`src/hw/sl_pkg.sv`:
```
package sl_pkg;

  // ========================================
  // widths
  // ========================================

  // payload bits carried by one data flit
  localparam int DATA_W = 16;
  // credit field, enough for up to 15 receive slots
  localparam int CRED_W = 4;
  // width of every performance counter
  localparam int CNT_W = 32;

  // ========================================
  // flit format
  // ========================================

  // data view of the flit body
  typedef struct packed {
    logic [CRED_W-1:0] credits;
    logic [DATA_W-1:0] payload;
  } sl_data_flit_t;

  // credit-only view, payload slot kept at zero
  typedef struct packed {
    logic [CRED_W-1:0] credits;
    logic [DATA_W-1:0] rsvd;
  } sl_cred_flit_t;

  // same body word, read as data or credit-only depending on the flag
  typedef union packed {
    sl_data_flit_t data;
    sl_cred_flit_t cred;
  } sl_flit_body_u;

  // word on the physical side, one per cycle
  typedef struct packed {
    logic          cred_only;
    sl_flit_body_u body;
    logic          valid;
  } sl_flit_t;

  // ========================================
  // benchmarking
  // ========================================

  // per-cycle event bits of one endpoint
  typedef struct packed {
    logic tx_valid;
    logic rx_valid;
    logic cred_only_sent;
    logic stalled;
    logic spare;
  } sl_events_t;

  typedef struct packed {
    logic [CNT_W-1:0] number_cycles;
    logic [CNT_W-1:0] valid_to_phys;
    logic [CNT_W-1:0] valid_from_phys;
    logic [CNT_W-1:0] cred_only_sent;
    logic [CNT_W-1:0] stalled_cycles;
  } sl_perf_t;

endpackage

```
`src/hw/sl_credit_tx.sv`:
```
module sl_credit_tx #(
  parameter int RX_DEPTH = 4,
  parameter int DATA_W_P = sl_pkg::DATA_W
) (
  input  logic                      i_serial_link_0,
  input  logic                      i_rst_n,
  input  logic                      i_tx_valid,
  input  logic [DATA_W_P-1:0]       i_tx_data,
  input  logic [sl_pkg::CRED_W-1:0] i_peer_credits,
  input  logic [sl_pkg::CRED_W-1:0] i_cred_return,
  output logic                      o_tx_accept,
  output logic                      o_cred_taken_ack,
  output sl_pkg::sl_flit_t          o_phy_flit,
  output logic                      o_stalled,
  output logic                      o_cred_only_sent
);

  localparam int CW    = sl_pkg::CRED_W;
  localparam int PAY_W = sl_pkg::DATA_W;
  // peer buffer starts empty, so all of its slots are ours
  localparam logic [CW-1:0] INIT_CRED = CW'(RX_DEPTH);
  localparam logic [CW-1:0] HALF_CRED = CW'(RX_DEPTH / 2);

  logic [CW-1:0]         rem_cred_q;
  logic [CW-1:0]         rem_cred_d;
  logic                  send_data;
  logic                  send_cred;
  sl_pkg::sl_flit_body_u body_d;
  sl_pkg::sl_flit_body_u body_q;
  logic                  cred_only_q;
  logic                  valid_q;
  logic                  accept_q;

  // ========================================
  // framing decision
  // ========================================

  // data wins whenever the peer has room
  always_comb begin
    send_data = i_tx_valid && (rem_cred_q != '0);
    send_cred = !send_data &&
                ((i_cred_return >= HALF_CRED) ||
                 ((i_cred_return != '0) && !i_tx_valid));
  end

  // owed credits ride along with whatever goes out
  always_comb begin
    if (send_cred) begin
      body_d.cred.credits = i_cred_return;
      body_d.cred.rsvd    = '0;
    end else begin
      body_d.data.credits = i_cred_return;
      body_d.data.payload = PAY_W'(i_tx_data);
    end
  end

  assign o_cred_taken_ack = send_data || send_cred;

  // returned slots in, one slot out per data flit
  assign rem_cred_d = rem_cred_q + i_peer_credits - CW'(send_data);

  // ========================================
  // flit register
  // ========================================

  always_ff @(posedge i_serial_link_0 or negedge i_rst_n) begin
    if (!i_rst_n) begin
      rem_cred_q <= INIT_CRED;
      valid_q    <= 1'b0;
      accept_q   <= 1'b0;
    end else begin
      rem_cred_q <= rem_cred_d;
      valid_q    <= send_data || send_cred;
      accept_q   <= send_data;
    end
  end

  always_ff @(posedge i_serial_link_0) begin
    body_q      <= body_d;
    cred_only_q <= send_cred;
  end

  always_comb begin
    o_phy_flit.cred_only = cred_only_q;
    o_phy_flit.body      = body_q;
    o_phy_flit.valid     = valid_q;
  end

  assign o_tx_accept = accept_q;

  // event bits for the counters
  assign o_stalled        = i_tx_valid && (rem_cred_q == '0);
  assign o_cred_only_sent = valid_q && cred_only_q;

endmodule

```
`src/hw/sl_data_link.sv`:
```
module sl_data_link #(
  parameter int RX_DEPTH = 4,
  parameter int DATA_W_P = sl_pkg::DATA_W
) (
  input  logic                i_serial_link_0,
  input  logic                i_rst_n,
  input  logic                i_tx_valid,
  input  logic [DATA_W_P-1:0] i_tx_data,
  input  logic                i_rx_pop,
  input  sl_pkg::sl_flit_t    i_phy_flit,
  output logic                o_tx_accept,
  output logic                o_rx_valid,
  output logic [DATA_W_P-1:0] o_rx_data,
  output sl_pkg::sl_flit_t    o_phy_flit,
  output sl_pkg::sl_events_t  o_events
);

  logic [sl_pkg::CRED_W-1:0] peer_credits;
  logic [sl_pkg::CRED_W-1:0] cred_return;
  logic                      cred_taken_ack;
  logic                      stalled;
  logic                      cred_only_sent;

  // transmit side
  sl_credit_tx #(
    .RX_DEPTH (RX_DEPTH),
    .DATA_W_P (DATA_W_P)
  ) u_credit_tx (
    .i_serial_link_0  (i_serial_link_0),
    .i_rst_n          (i_rst_n),
    .i_tx_valid       (i_tx_valid),
    .i_tx_data        (i_tx_data),
    .i_peer_credits   (peer_credits),
    .i_cred_return    (cred_return),
    .o_tx_accept      (o_tx_accept),
    .o_cred_taken_ack (cred_taken_ack),
    .o_phy_flit       (o_phy_flit),
    .o_stalled        (stalled),
    .o_cred_only_sent (cred_only_sent)
  );

  // receive side
  sl_rx_buffer #(
    .RX_DEPTH (RX_DEPTH),
    .DATA_W_P (DATA_W_P)
  ) u_rx_buffer (
    .i_serial_link_0  (i_serial_link_0),
    .i_rst_n          (i_rst_n),
    .i_phy_flit       (i_phy_flit),
    .i_rx_pop         (i_rx_pop),
    .i_cred_taken_ack (cred_taken_ack),
    .o_rx_valid       (o_rx_valid),
    .o_rx_data        (o_rx_data),
    .o_peer_credits   (peer_credits),
    .o_cred_return    (cred_return)
  );

  // events seen on both phy directions
  always_comb begin
    o_events.tx_valid       = o_phy_flit.valid;
    o_events.rx_valid       = i_phy_flit.valid;
    o_events.cred_only_sent = cred_only_sent;
    o_events.stalled        = stalled;
    o_events.spare          = 1'b0;
  end

endmodule

```
`src/hw/sl_link_pair_top.sv`:
```
module sl_link_pair_top #(
  parameter int RX_DEPTH = 4,
  parameter int DATA_W_P = sl_pkg::DATA_W
) (
  input  logic                i_serial_link_0,
  input  logic                i_rst_n,
  input  logic                i_a_tx_valid,
  input  logic [DATA_W_P-1:0] i_a_tx_data,
  input  logic                i_a_rx_pop,
  input  logic                i_b_tx_valid,
  input  logic [DATA_W_P-1:0] i_b_tx_data,
  input  logic                i_b_rx_pop,
  output logic                o_a_tx_accept,
  output logic                o_a_rx_valid,
  output logic [DATA_W_P-1:0] o_a_rx_data,
  output logic                o_b_tx_accept,
  output logic                o_b_rx_valid,
  output logic [DATA_W_P-1:0] o_b_rx_data,
  output sl_pkg::sl_perf_t    o_a_perf,
  output sl_pkg::sl_perf_t    o_b_perf
);

  // phy wires, crossed between the two endpoints
  sl_pkg::sl_flit_t   flit_a2b;
  sl_pkg::sl_flit_t   flit_b2a;
  sl_pkg::sl_events_t events_a;
  sl_pkg::sl_events_t events_b;

  // ========================================
  // endpoints
  // ========================================

  sl_data_link #(
    .RX_DEPTH (RX_DEPTH),
    .DATA_W_P (DATA_W_P)
  ) link_a (
    .i_serial_link_0 (i_serial_link_0),
    .i_rst_n         (i_rst_n),
    .i_tx_valid      (i_a_tx_valid),
    .i_tx_data       (i_a_tx_data),
    .i_rx_pop        (i_a_rx_pop),
    .i_phy_flit      (flit_b2a),
    .o_tx_accept     (o_a_tx_accept),
    .o_rx_valid      (o_a_rx_valid),
    .o_rx_data       (o_a_rx_data),
    .o_phy_flit      (flit_a2b),
    .o_events        (events_a)
  );

  sl_data_link #(
    .RX_DEPTH (RX_DEPTH),
    .DATA_W_P (DATA_W_P)
  ) link_b (
    .i_serial_link_0 (i_serial_link_0),
    .i_rst_n         (i_rst_n),
    .i_tx_valid      (i_b_tx_valid),
    .i_tx_data       (i_b_tx_data),
    .i_rx_pop        (i_b_rx_pop),
    .i_phy_flit      (flit_a2b),
    .o_tx_accept     (o_b_tx_accept),
    .o_rx_valid      (o_b_rx_valid),
    .o_rx_data       (o_b_rx_data),
    .o_phy_flit      (flit_b2a),
    .o_events        (events_b)
  );

  // ========================================
  // counter blocks
  // ========================================

  sl_perf_counters perf_a (
    .i_serial_link_0 (i_serial_link_0),
    .i_rst_n         (i_rst_n),
    .i_events        (events_a),
    .o_perf          (o_a_perf)
  );

  sl_perf_counters perf_b (
    .i_serial_link_0 (i_serial_link_0),
    .i_rst_n         (i_rst_n),
    .i_events        (events_b),
    .o_perf          (o_b_perf)
  );

endmodule

```
`src/hw/sl_perf_counters.sv`:
```
module sl_perf_counters (
  input  logic               i_serial_link_0,
  input  logic               i_rst_n,
  input  sl_pkg::sl_events_t i_events,
  output sl_pkg::sl_perf_t   o_perf
);

  localparam int CNT_W = sl_pkg::CNT_W;

  sl_pkg::sl_perf_t perf_q;

  // add one when the event is set
  function automatic logic [CNT_W-1:0] bump(
    input logic [CNT_W-1:0] cnt,
    input logic             en
  );
    bump = cnt + CNT_W'(en);
  endfunction

  // ========================================
  // benchmarking counters
  // ========================================

  // each count lands on the edge closing the cycle it describes
  always_ff @(posedge i_serial_link_0 or negedge i_rst_n) begin
    if (!i_rst_n) begin
      perf_q <= '0;
    end else begin
      perf_q.number_cycles   <= bump(perf_q.number_cycles, 1'b1);
      perf_q.valid_to_phys   <= bump(perf_q.valid_to_phys, i_events.tx_valid);
      perf_q.valid_from_phys <= bump(perf_q.valid_from_phys, i_events.rx_valid);
      perf_q.cred_only_sent  <= bump(perf_q.cred_only_sent, i_events.cred_only_sent);
      perf_q.stalled_cycles  <= bump(perf_q.stalled_cycles, i_events.stalled);
    end
  end

  assign o_perf = perf_q;

endmodule

```
`src/hw/sl_rx_buffer.sv`:
```
module sl_rx_buffer #(
  parameter int RX_DEPTH = 4,
  parameter int DATA_W_P = sl_pkg::DATA_W
) (
  input  logic                      i_serial_link_0,
  input  logic                      i_rst_n,
  input  sl_pkg::sl_flit_t          i_phy_flit,
  input  logic                      i_rx_pop,
  input  logic                      i_cred_taken_ack,
  output logic                      o_rx_valid,
  output logic [DATA_W_P-1:0]       o_rx_data,
  output logic [sl_pkg::CRED_W-1:0] o_peer_credits,
  output logic [sl_pkg::CRED_W-1:0] o_cred_return
);

  localparam int CW    = sl_pkg::CRED_W;
  localparam int PTR_W = (RX_DEPTH > 1) ? $clog2(RX_DEPTH) : 1;
  localparam logic [PTR_W-1:0] LAST_SLOT = PTR_W'(RX_DEPTH - 1);

  logic [DATA_W_P-1:0]   mem [RX_DEPTH];
  logic [PTR_W-1:0]      wr_ptr_q;
  logic [PTR_W-1:0]      rd_ptr_q;
  logic [CW-1:0]         count_q;
  logic [CW-1:0]         owed_q;
  sl_pkg::sl_flit_body_u body;
  logic                  wr_en;
  logic                  pop_ok;

  // circular index, depth need not be a power of two
  function automatic logic [PTR_W-1:0] next_slot(input logic [PTR_W-1:0] ptr);
    if (ptr == LAST_SLOT) begin
      next_slot = '0;
    end else begin
      next_slot = ptr + PTR_W'(1);
    end
  endfunction

  // ========================================
  // incoming flit decode
  // ========================================

  assign body = i_phy_flit.body;

  always_comb begin
    o_peer_credits = '0;
    wr_en          = 1'b0;
    if (i_phy_flit.valid) begin
      // credit field sits at the same place in both views
      o_peer_credits = body.cred.credits;
      wr_en          = !i_phy_flit.cred_only;
    end
  end

  // ========================================
  // fifo and credit return
  // ========================================

  // a pop on an empty buffer is ignored
  assign pop_ok = i_rx_pop && o_rx_valid;

  always_ff @(posedge i_serial_link_0 or negedge i_rst_n) begin
    if (!i_rst_n) begin
      wr_ptr_q <= '0;
      rd_ptr_q <= '0;
      count_q  <= '0;
      owed_q   <= '0;
    end else begin
      if (wr_en) begin
        wr_ptr_q <= next_slot(wr_ptr_q);
      end
      if (pop_ok) begin
        rd_ptr_q <= next_slot(rd_ptr_q);
      end
      count_q <= count_q + CW'(wr_en) - CW'(pop_ok);
      // framer took the owed count, keep only this cycle's pop
      if (i_cred_taken_ack) begin
        owed_q <= CW'(pop_ok);
      end else begin
        owed_q <= owed_q + CW'(pop_ok);
      end
    end
  end

  always_ff @(posedge i_serial_link_0) begin
    if (wr_en) begin
      mem[wr_ptr_q] <= DATA_W_P'(body.data.payload);
    end
  end

  assign o_rx_valid    = (count_q != '0);
  assign o_rx_data     = mem[rd_ptr_q];
  assign o_cred_return = owed_q;

endmodule

```
`config.mk`:
```
export PLATFORM = sky130hd
export DESIGN_NAME = sl_link_pair_top
export DESIGN_NICKNAME = d
export VERILOG_FILES = /design/src/hw/sl_pkg.sv /design/src/hw/sl_credit_tx.sv /design/src/hw/sl_data_link.sv /design/src/hw/sl_link_pair_top.sv /design/src/hw/sl_perf_counters.sv /design/src/hw/sl_rx_buffer.sv
export SDC_FILE = /design/constraint.sdc
export NUM_CORES = 1
export LEC_CHECK = 0
export BUFFER_PORTS_ARGS = -buffer_cell sky130_fd_sc_hd__buf_2
export CORE_AREA = 2 2 195 197
export DETAILED_ROUTE_END_ITERATION = 7
export DIE_AREA = 0 0 197 199
export PLACE_DENSITY = 0.9
export SYNTH_ARGS = -nofsm -noshare
export SYNTH_HDL_FRONTEND = slang
export SYNTH_SLANG_ARGS = --single-unit
```
`constraint.sdc`:
```
create_clock -name i_serial_link_0 -period 5.7 [get_ports i_serial_link_0]
set_clock_uncertainty 0.05 [all_clocks]
set_input_delay 0.285 -clock i_serial_link_0 [delete_from_list [all_inputs] [get_ports i_serial_link_0]]
set_output_delay 0.285 -clock i_serial_link_0 [all_outputs]
set_load 0.01 [all_outputs]
```
==> flow_metrics.env, run 1 <==
export IMPL_io_pin_count=394
export IMPL_cts_setup_buffers=0
export IMPL_run_status="finished, final reports clean"
export IMPL_synthCells=1656
export IMPL_dr_total_vias=15040
export IMPL_grt_met2_usage_pct=45.27
export IMPL_core_area_mm2=0.03713
export IMPL_use_met1_pct=32.30
export IMPL_htreeDepth=2
export IMPL_cts_buffer_depth=3
export IMPL_nNetsFinal=2214
export IMPL_synth_compound_area_share_pct=0.4761
export IMPL_p_comb_share_pct=19.6
export IMPL_cp_max_fo=19
export IMPL_synthMuxAreaShare_pct=3.571
export IMPL_synth_fa_ha_area_share_pct=3.480
export IMPL_worstMarginPinSlew_ns=1.256
export IMPL_grt_usage_pct=26.41
export IMPL_synth_top_family_by_area="simple AND/OR/NAND/NOR gates"
export IMPL_crit_required_ns=5.37
export IMPL_syn_area_per_cell_um2=13.33
export IMPL_setup_tns_ns=0
export IMPL_final_common_cell="buf_2"
export IMPL_intPower_mw=7.343
export IMPL_gr_usage_met3_pct=6.528
export IMPL_clock_fmax_ghz=0.3518
export IMPL_crit_type="reg2out"
export IMPL_finalMaxSlewViolations=0
export IMPL_finalWirelength_mm=51.76
export IMPL_drive_gt1_share_pct=26.77
export IMPL_dp_hpwl_mm=34.90
export IMPL_yosys_warnings=0
export IMPL_routedWlPerCell_um=19.65
export IMPL_cts_tree="yes"
export IMPL_synth_simple_gate_area_share_pct=16.74
export IMPL_nFillCells=2344
export IMPL_die_y_um=199
export IMPL_syn_to_final_growth_pct=20.67
export IMPL_grt_antenna_before_repair=1
export IMPL_finalSetupViolCount=0
export IMPL_rsz0062_at_grt="false"
export IMPL_synth_seq_cells=526
export IMPL_fin_hold_ws_ns=0.2467
export IMPL_grt_pass1_wl_mm=81.52
export IMPL_synth_cell_types=54
export IMPL_netSwitchingFraction_pct=29.40
export IMPL_finalHoldViolCount=0
export IMPL_critPathArrivalTime_ns=2.51
export IMPL_instances_no_fill=2634
export IMPL_die_area_mm2=0.03920
export IMPL_seqPwrFrac_pct=47.4
export IMPL_final_cell_area_mm2=0.02664
export IMPL_cts_sinks=526
export IMPL_io_buffers=393
export IMPL_cts_root_buf="clkbuf_16"
export IMPL_drtIter0Drc=804
export IMPL_cpLargestDelayFamily="flip-flops"
export IMPL_dpl_instance_area_mm2=0.02455
export IMPL_worstSkewPairLatency_ns=0.60
export IMPL_yosysSeqAreaShare_pct=61.59
export IMPL_cpPeakStageDelay_ns=1.11
export IMPL_p_clk_share_pct=32.9
export IMPL_grt_max_degree=161
export IMPL_synth_xor_area_share_pct=12.42
export IMPL_drc=0
export IMPL_start_util_pct=59.44
export IMPL_gp_congestion=0.8832
export IMPL_min_period_over_period_pct=49.87
export IMPL_hp_class="in2async"
export IMPL_crit_start="link_a.u_rx_buffer.rd_ptr_q[0]$_DFFE_PN0P_"
export IMPL_syn_area_mm2=0.02207
export IMPL_place_inst=2502
export IMPL_drt_pass1_iter_count=5
export IMPL_power_per_cell_area_mw_per_mm2=390.5
export IMPL_worstSetupStartpointType="register"
export IMPL_final_cell_mix="buf_2 (392), dfrtp_1 (354), xnor2_1 (220), edfxtp_1 (128), nand3_1 (109)"
export IMPL_period_needed_ns=2.843
export IMPL_ir_drop_uv=317.9
export IMPL_slew_headroom_pct=15.65
export IMPL_cts_made_buffers=52
export IMPL_maxCapViolations=0
export IMPL_critPathBufInv=1
export IMPL_grt_remaining_overflow=0
export IMPL_die_w_um=197
export IMPL_p_total_mw=10.40
export IMPL_crit_path_end_kind="output port"
export IMPL_grt_busiest_layer="met2"
export IMPL_p_leak_nw=12.61
export IMPL_first_global_vias=15170
export IMPL_power_switching_mw=3.059
export IMPL_rows=71
export IMPL_path_cells="mux4_2 > buf_2"
export IMPL_clk_pin_slew_ns=0.06
export IMPL_cts_hold_buf=35
export IMPL_viasPerCell=5.708
export IMPL_ant_nets=0
export IMPL_cpMaxStageDelayCell="dfrtp_1"
export IMPL_r2r_start="link_a.u_credit_tx.valid_q$_DFF_PN0_"
export IMPL_ctsResizeCount=0
==> cell type report <==
class,instances,area (um2),share of cell area (%)
repair buffers,432,2370,8.897
diodes,1,2.502,0.009395
inverters,64,240.2,0.9019
multi-input cells,1041,8112,30.45
flip-flops and latches,526,13600,51.04
well taps,474,593.1,2.227
clock inverters,20,148.9,0.5590
clock buffers,76,1574,5.909
==> kinds of logic after synthesis <==
family	count (synthesis)
simple gates	614
buf+inv	90
other cells	1
flops	526
compound gates	15
fa+ha+maj	59
xor+xnor	313
mux	38
==> layer usage <==
layer,wire length (um),vias up
met3,3708,130
li1,-,6779
met2,26290,545
met4,1977,0
met5,0,-
met1,19790,7582
==> power by group through the flow <==
stage / Sequential [mW] / Combinational (mW) / Clock [mW]
floorplan: 4.86 / 1.28 / 0
detailed placement: 5.01 / 2.03 / 0
global placement: 4.94 / 1.92 / 0
global route: 5.02 / 2.25 / 3.62
finish: 4.94 / 2.04 / 3.42
CTS: 4.94 / 2.07 / 3.47
==> final timing paths <==
kind	endpoint	slack (ns)	cells past startpoint
max	o_a_rx_data[10]	2.86	2
min	link_b.u_rx_buffer.count_q[3]$_DFF_PN0_	0.25	2
max reg2reg	perf_a.o_perf[63]$_DFF_PN0_	2.99	6
min reg2reg	link_b.u_credit_tx.body_q[18]$_DFF_P_	0.34	0
max in group asynchronous	perf_b.o_perf[15]$_DFF_PN0_	4.01	3
min in group i_serial_link_0	link_b.u_rx_buffer.o_cred_return[0]$_DFF_PN0_	0.30	3
==> worst reg2reg max path, cell delays in order, from the launching register on <==
cell and delay [ns]:
dfrtp_1 0.56, and2_1 0.20, ha_1 0.19, nand2_1 0.08
nor3_1 0.96, and4bb_2 0.40, xor2_1 0.16
==> state kept, by name, indices dropped and copies added, names as in the netlist, 20 cells and up <==
register                   flops
perf_a.o_perf                160
perf_b.o_perf                160
link_a.u_rx_buffer.mem        64
link_b.u_rx_buffer.mem        64
link_a.u_credit_tx.body_q     20
link_b.u_credit_tx.body_q     20
==> synth_stat cells, drive strengths merged <==
cell | number | share of area (%)
xnor2 | 220 | 8.7
nand4b | 4 | 0.16
nand2b | 2 | 0.057
a21o | 4 | 0.14
and3 | 48 | 1.4
and4bb | 3 | 0.17
dfstp | 2 | 0.24
conb | 1 | 0.017
nor3 | 40 | 1.2
dfxtp | 42 | 3.8
or3 | 4 | 0.14
and2 | 29 | 0.82
nand2 | 100 | 1.7
nand3 | 110 | 2.5
buf | 17 | 0.45
clkbuf | 9 | 0.16
nor4 | 32 | 1.6
nor2b | 35 | 0.99
o21ai | 5 | 0.11
mux4 | 32 | 3.3
a21oi | 4 | 0.091
nor3b | 2 | 0.11
ha | 55 | 3.1
a2111oi | 2 | 0.14
mux2 | 6 | 0.31
inv | 64 | 1.1
and2b | 1 | 0.034
fa | 4 | 0.36
dfrtp | 354 | 40
nor2 | 63 | 1.1
xor2 | 93 | 3.7
edfxtp | 128 | 17
and4 | 28 | 1.1
or2 | 2 | 0.057
nand4 | 110 | 3.6
and3b | 1 | 0.040
==> stage by stage <==
step	setup WS, ns	utilization [%]
after floorplan	3.426	-
after global routing	2.630	71.73
after global placement	3.006	66.13
final	2.857	71.73
after CTS	2.774	71.71
after detailed placement	2.816	66.13
(Power assumes the default switching activity.)
==> run 2: changes to the inputs <==
--- a/config.mk
+++ b/config.mk
@@ -6,10 +6,10 @@
 export NUM_CORES = 1
 export LEC_CHECK = 0
 export BUFFER_PORTS_ARGS = -buffer_cell sky130_fd_sc_hd__buf_2
-export CORE_AREA = 2 2 195 197
+export CORE_AREA = 2 2 202 204
 export DETAILED_ROUTE_END_ITERATION = 7
-export DIE_AREA = 0 0 197 199
-export PLACE_DENSITY = 0.9
+export DIE_AREA = 0 0 204 206
+export PLACE_DENSITY = 0.85
 export SYNTH_ARGS = -nofsm -noshare
 export SYNTH_HDL_FRONTEND = slang
 export SYNTH_SLANG_ARGS = --single-unit
==> constraint.sdc (replaced) <==
create_clock -name i_serial_link_0 -period 2.8 [get_ports i_serial_link_0]
set_clock_uncertainty 0.05 [all_clocks]
set_input_delay 0.14 -clock i_serial_link_0 [delete_from_list [all_inputs] [get_ports i_serial_link_0]]
set_output_delay 0.14 -clock i_serial_link_0 [all_outputs]
set_load 0.01 [all_outputs]
==> flow_metrics.env, run 2 (same netlist as run 1, synthesis figures left out) <==
export IMPL_cts_made_buffers=52
export IMPL_finalWirelength_mm=50.65
export IMPL_worstSetupStartpointType="register"
export IMPL_start_util_pct=54.93
export IMPL_crit_path_frequent_cell="ha_1"
export IMPL_cpPeakStageDelay_ns=0.38
export IMPL_clk_pin_slew_ns=0.06
export IMPL_period_needed_ns=2.479
export IMPL_cp_max_fo=7
export IMPL_drt_pass1_iter_count=7
export IMPL_hp_class="in2reg"
export IMPL_die_y_um=206
export IMPL_cpLargestDelayFamily="simple AND/OR/NAND/NOR gates"
export IMPL_p_comb_share_pct=20.2
export IMPL_finalHoldViolCount=0
export IMPL_run_status="finished, final reports clean"
export IMPL_cts_tree="yes"
export IMPL_reg2regPathDepth=8
export IMPL_cts_buffer_depth=3
export IMPL_crit_type="reg2reg"
export IMPL_worstMarginPinSlew_ns=0.8311
export IMPL_critPathBufInv=0
export IMPL_power_per_cell_area_mw_per_mm2=805.7
export IMPL_final_cell_mix="buf_2 (392), dfrtp_1 (354), xnor2_1 (220), edfxtp_1 (128), nand3_1 (109)"
export IMPL_grt_usage_pct=24.14
export IMPL_antenna_cells=0
export IMPL_p_clk_share_pct=34.6
export IMPL_cts_root_buf="clkbuf_16"
export IMPL_slew_headroom_pct=44.59
export IMPL_clock_fmax_ghz=0.4033
export IMPL_crit_cells=8
export IMPL_dr_total_vias=15040
export IMPL_htreeDepth=2
export IMPL_core_area_mm2=0.04018
export IMPL_r2r_slack_ns=0.32
export IMPL_instances_no_fill=2715
export IMPL_min_period_over_period_pct=88.55
export IMPL_intPower_mw=15.69
export IMPL_viasPerCell=5.541
export IMPL_cpMaxStageDelayCell="dfrtp_1"
export IMPL_rsz0062_at_grt="false"
export IMPL_seqPwrFrac_pct=45.2
export IMPL_pre_cts_ws_ns=0.2297
export IMPL_endpoint="perf_a.o_perf[30]$_DFF_PN0_"
export IMPL_routedWlPerCell_um=18.66
export IMPL_cts_sinks=526
export IMPL_maxCapViolations=0
export IMPL_ant_nets=0
export IMPL_drc=0
export IMPL_die_w_um=204
export IMPL_final_cell_area_mm2=0.02711
export IMPL_r2r_start="link_a.u_credit_tx.rem_cred_q[0]$_DFF_PN0_"
export IMPL_grt_pass1_wl_mm=80.86
export IMPL_worstSkewPairLatency_ns=0.57
export IMPL_finalSetupViolCount=0
export IMPL_cts_setup_buffers=0
export IMPL_io_buffers=393
export IMPL_place_inst=2584
export IMPL_setup_slack_ns=0.3207
export IMPL_drtIter0Drc=831
export IMPL_grt_max_degree=95
export IMPL_io_pin_count=394
export IMPL_rows=74
export IMPL_dp_hpwl_mm=34.73
export IMPL_grt_remaining_overflow=0
export IMPL_first_global_vias=15290
export IMPL_setup_tns_ns=0
export IMPL_ir_drop_uv=554.4
export IMPL_final_common_cell="buf_2"
export IMPL_crit_start="link_a.u_credit_tx.rem_cred_q[0]$_DFF_PN0_"
export IMPL_path_cells="nor4_1 > and2_1 > ha_1 > ha_1 > and4_1 > nor3b_4 > nand4_1 > xnor2_1"
export IMPL_power_switching_mw=6.151
export IMPL_finalMaxSlewViolations=0
export IMPL_gp_congestion=0.8876
export IMPL_r2r_end="perf_a.o_perf[30]$_DFF_PN0_"
export IMPL_drive_gt1_share_pct=27.58
export IMPL_netSwitchingFraction_pct=28.17
export IMPL_grt_antenna_before_repair=0
export IMPL_crit_path_end_kind="register"
export IMPL_p_leak_nw=12.84
export IMPL_crit_required_ns=3.20
export IMPL_critPathArrivalTime_ns=2.88
export IMPL_nNetsFinal=2238
export IMPL_syn_to_final_growth_pct=22.80
export IMPL_die_area_mm2=0.04202
export IMPL_dpl_instance_area_mm2=0.02486
[run 2: cell types whose count changed in the layout (fill, tap and decap cells not counted), moves of 3 or more]
cell,change
buf_12,+4
buf_4,+20
bufinv_16,+8
clkbuf_1,-4
clkinv_1,+3
clkinv_2,-3
inv_6,-4
[run 2: how the worst min path moves through the flow]
stage / startpoint / endpoint / slack (ns) / cells past startpoint
finish: i_a_rx_pop / link_a.u_rx_buffer.o_cred_return[0]$_DFF_PN0_ / 0.06 / 4
global route: i_a_rx_pop / link_a.u_rx_buffer.o_cred_return[0]$_DFF_PN0_ / 0.08 / 4
CTS: i_a_rx_pop / link_a.u_rx_buffer.o_cred_return[0]$_DFF_PN0_ / 0.03 / 4
detailed placement: i_rst_n / perf_b.o_perf[159]$_DFF_PN0_ / 0.19 / 1
global placement: i_rst_n / perf_b.o_perf[159]$_DFF_PN0_ / 0.18 / 1
floorplan: i_rst_n / link_a.u_credit_tx.o_tx_accept$_DFF_PN0_ / -0.21 / 0
[run 2: stage by stage]
| step | hold WS (ns) | power (mW) | utilization, % |
|---|---|---|---|
| 2_1_floorplan | -0.2056 | 12.50 | - |
| 3_3_place_gp | 0.1847 | 14.10 | 61.86 |
| 3_5_place_dp | 0.1877 | 14.42 | 61.86 |
| 4_1_cts | 0.03285 | 22.09 | 67.44 |
| 5_1_grt | 0.08394 | 22.91 | 67.46 |
| 6_report | 0.05731 | 21.84 | 67.46 |
[run 2: power by group through the flow]
stage	Clock, mW	Sequential (mW)	Combinational (mW)
2_1_floorplan	0	9.90	2.60
3_3_place_gp	0	9.90	4.20
3_5_place_dp	0	10.0	4.41
4_1_cts	7.72	9.88	4.49
5_1_grt	8.01	10.0	4.90
6_report	7.56	9.87	4.41
[run 2: layer usage]
metal,up-vias,routed length [um],GRT usage (%)
met5,-,0,0
met4,0,2203,10.58
met3,141,3467,5.140
met2,525,25240,41.14
met1,7540,19740,29.84
li1,6838,-,-
[run 2: layout make-up]
type                    instances  area (um2)
well taps                     532       665.6
repair buffers                456        2600
fillers                      2776       13080
inverters                      64       240.2
clock buffers                  71        1534
flip-flops and latches        526       13600
multi-input cells            1041        8113
clock inverters                25       357.8
[run 2: worst reg2reg max path: cells and delay by family (launching register included)]
family                   cells  cell delay, ns
flip-flops                   1            0.38
AND/OR/NAND/NOR              5            1.40
XOR/XNOR                     1            0.17
adder cells (fa/ha/maj)      2            0.36
[run 2: repair_timing]
item                                    4_1_cts  5_1_grt
hold endpoints to repair                    122        0
hold buffers                                 35        0
resized for setup                             0        1
endpoints found under the setup margin        0        2
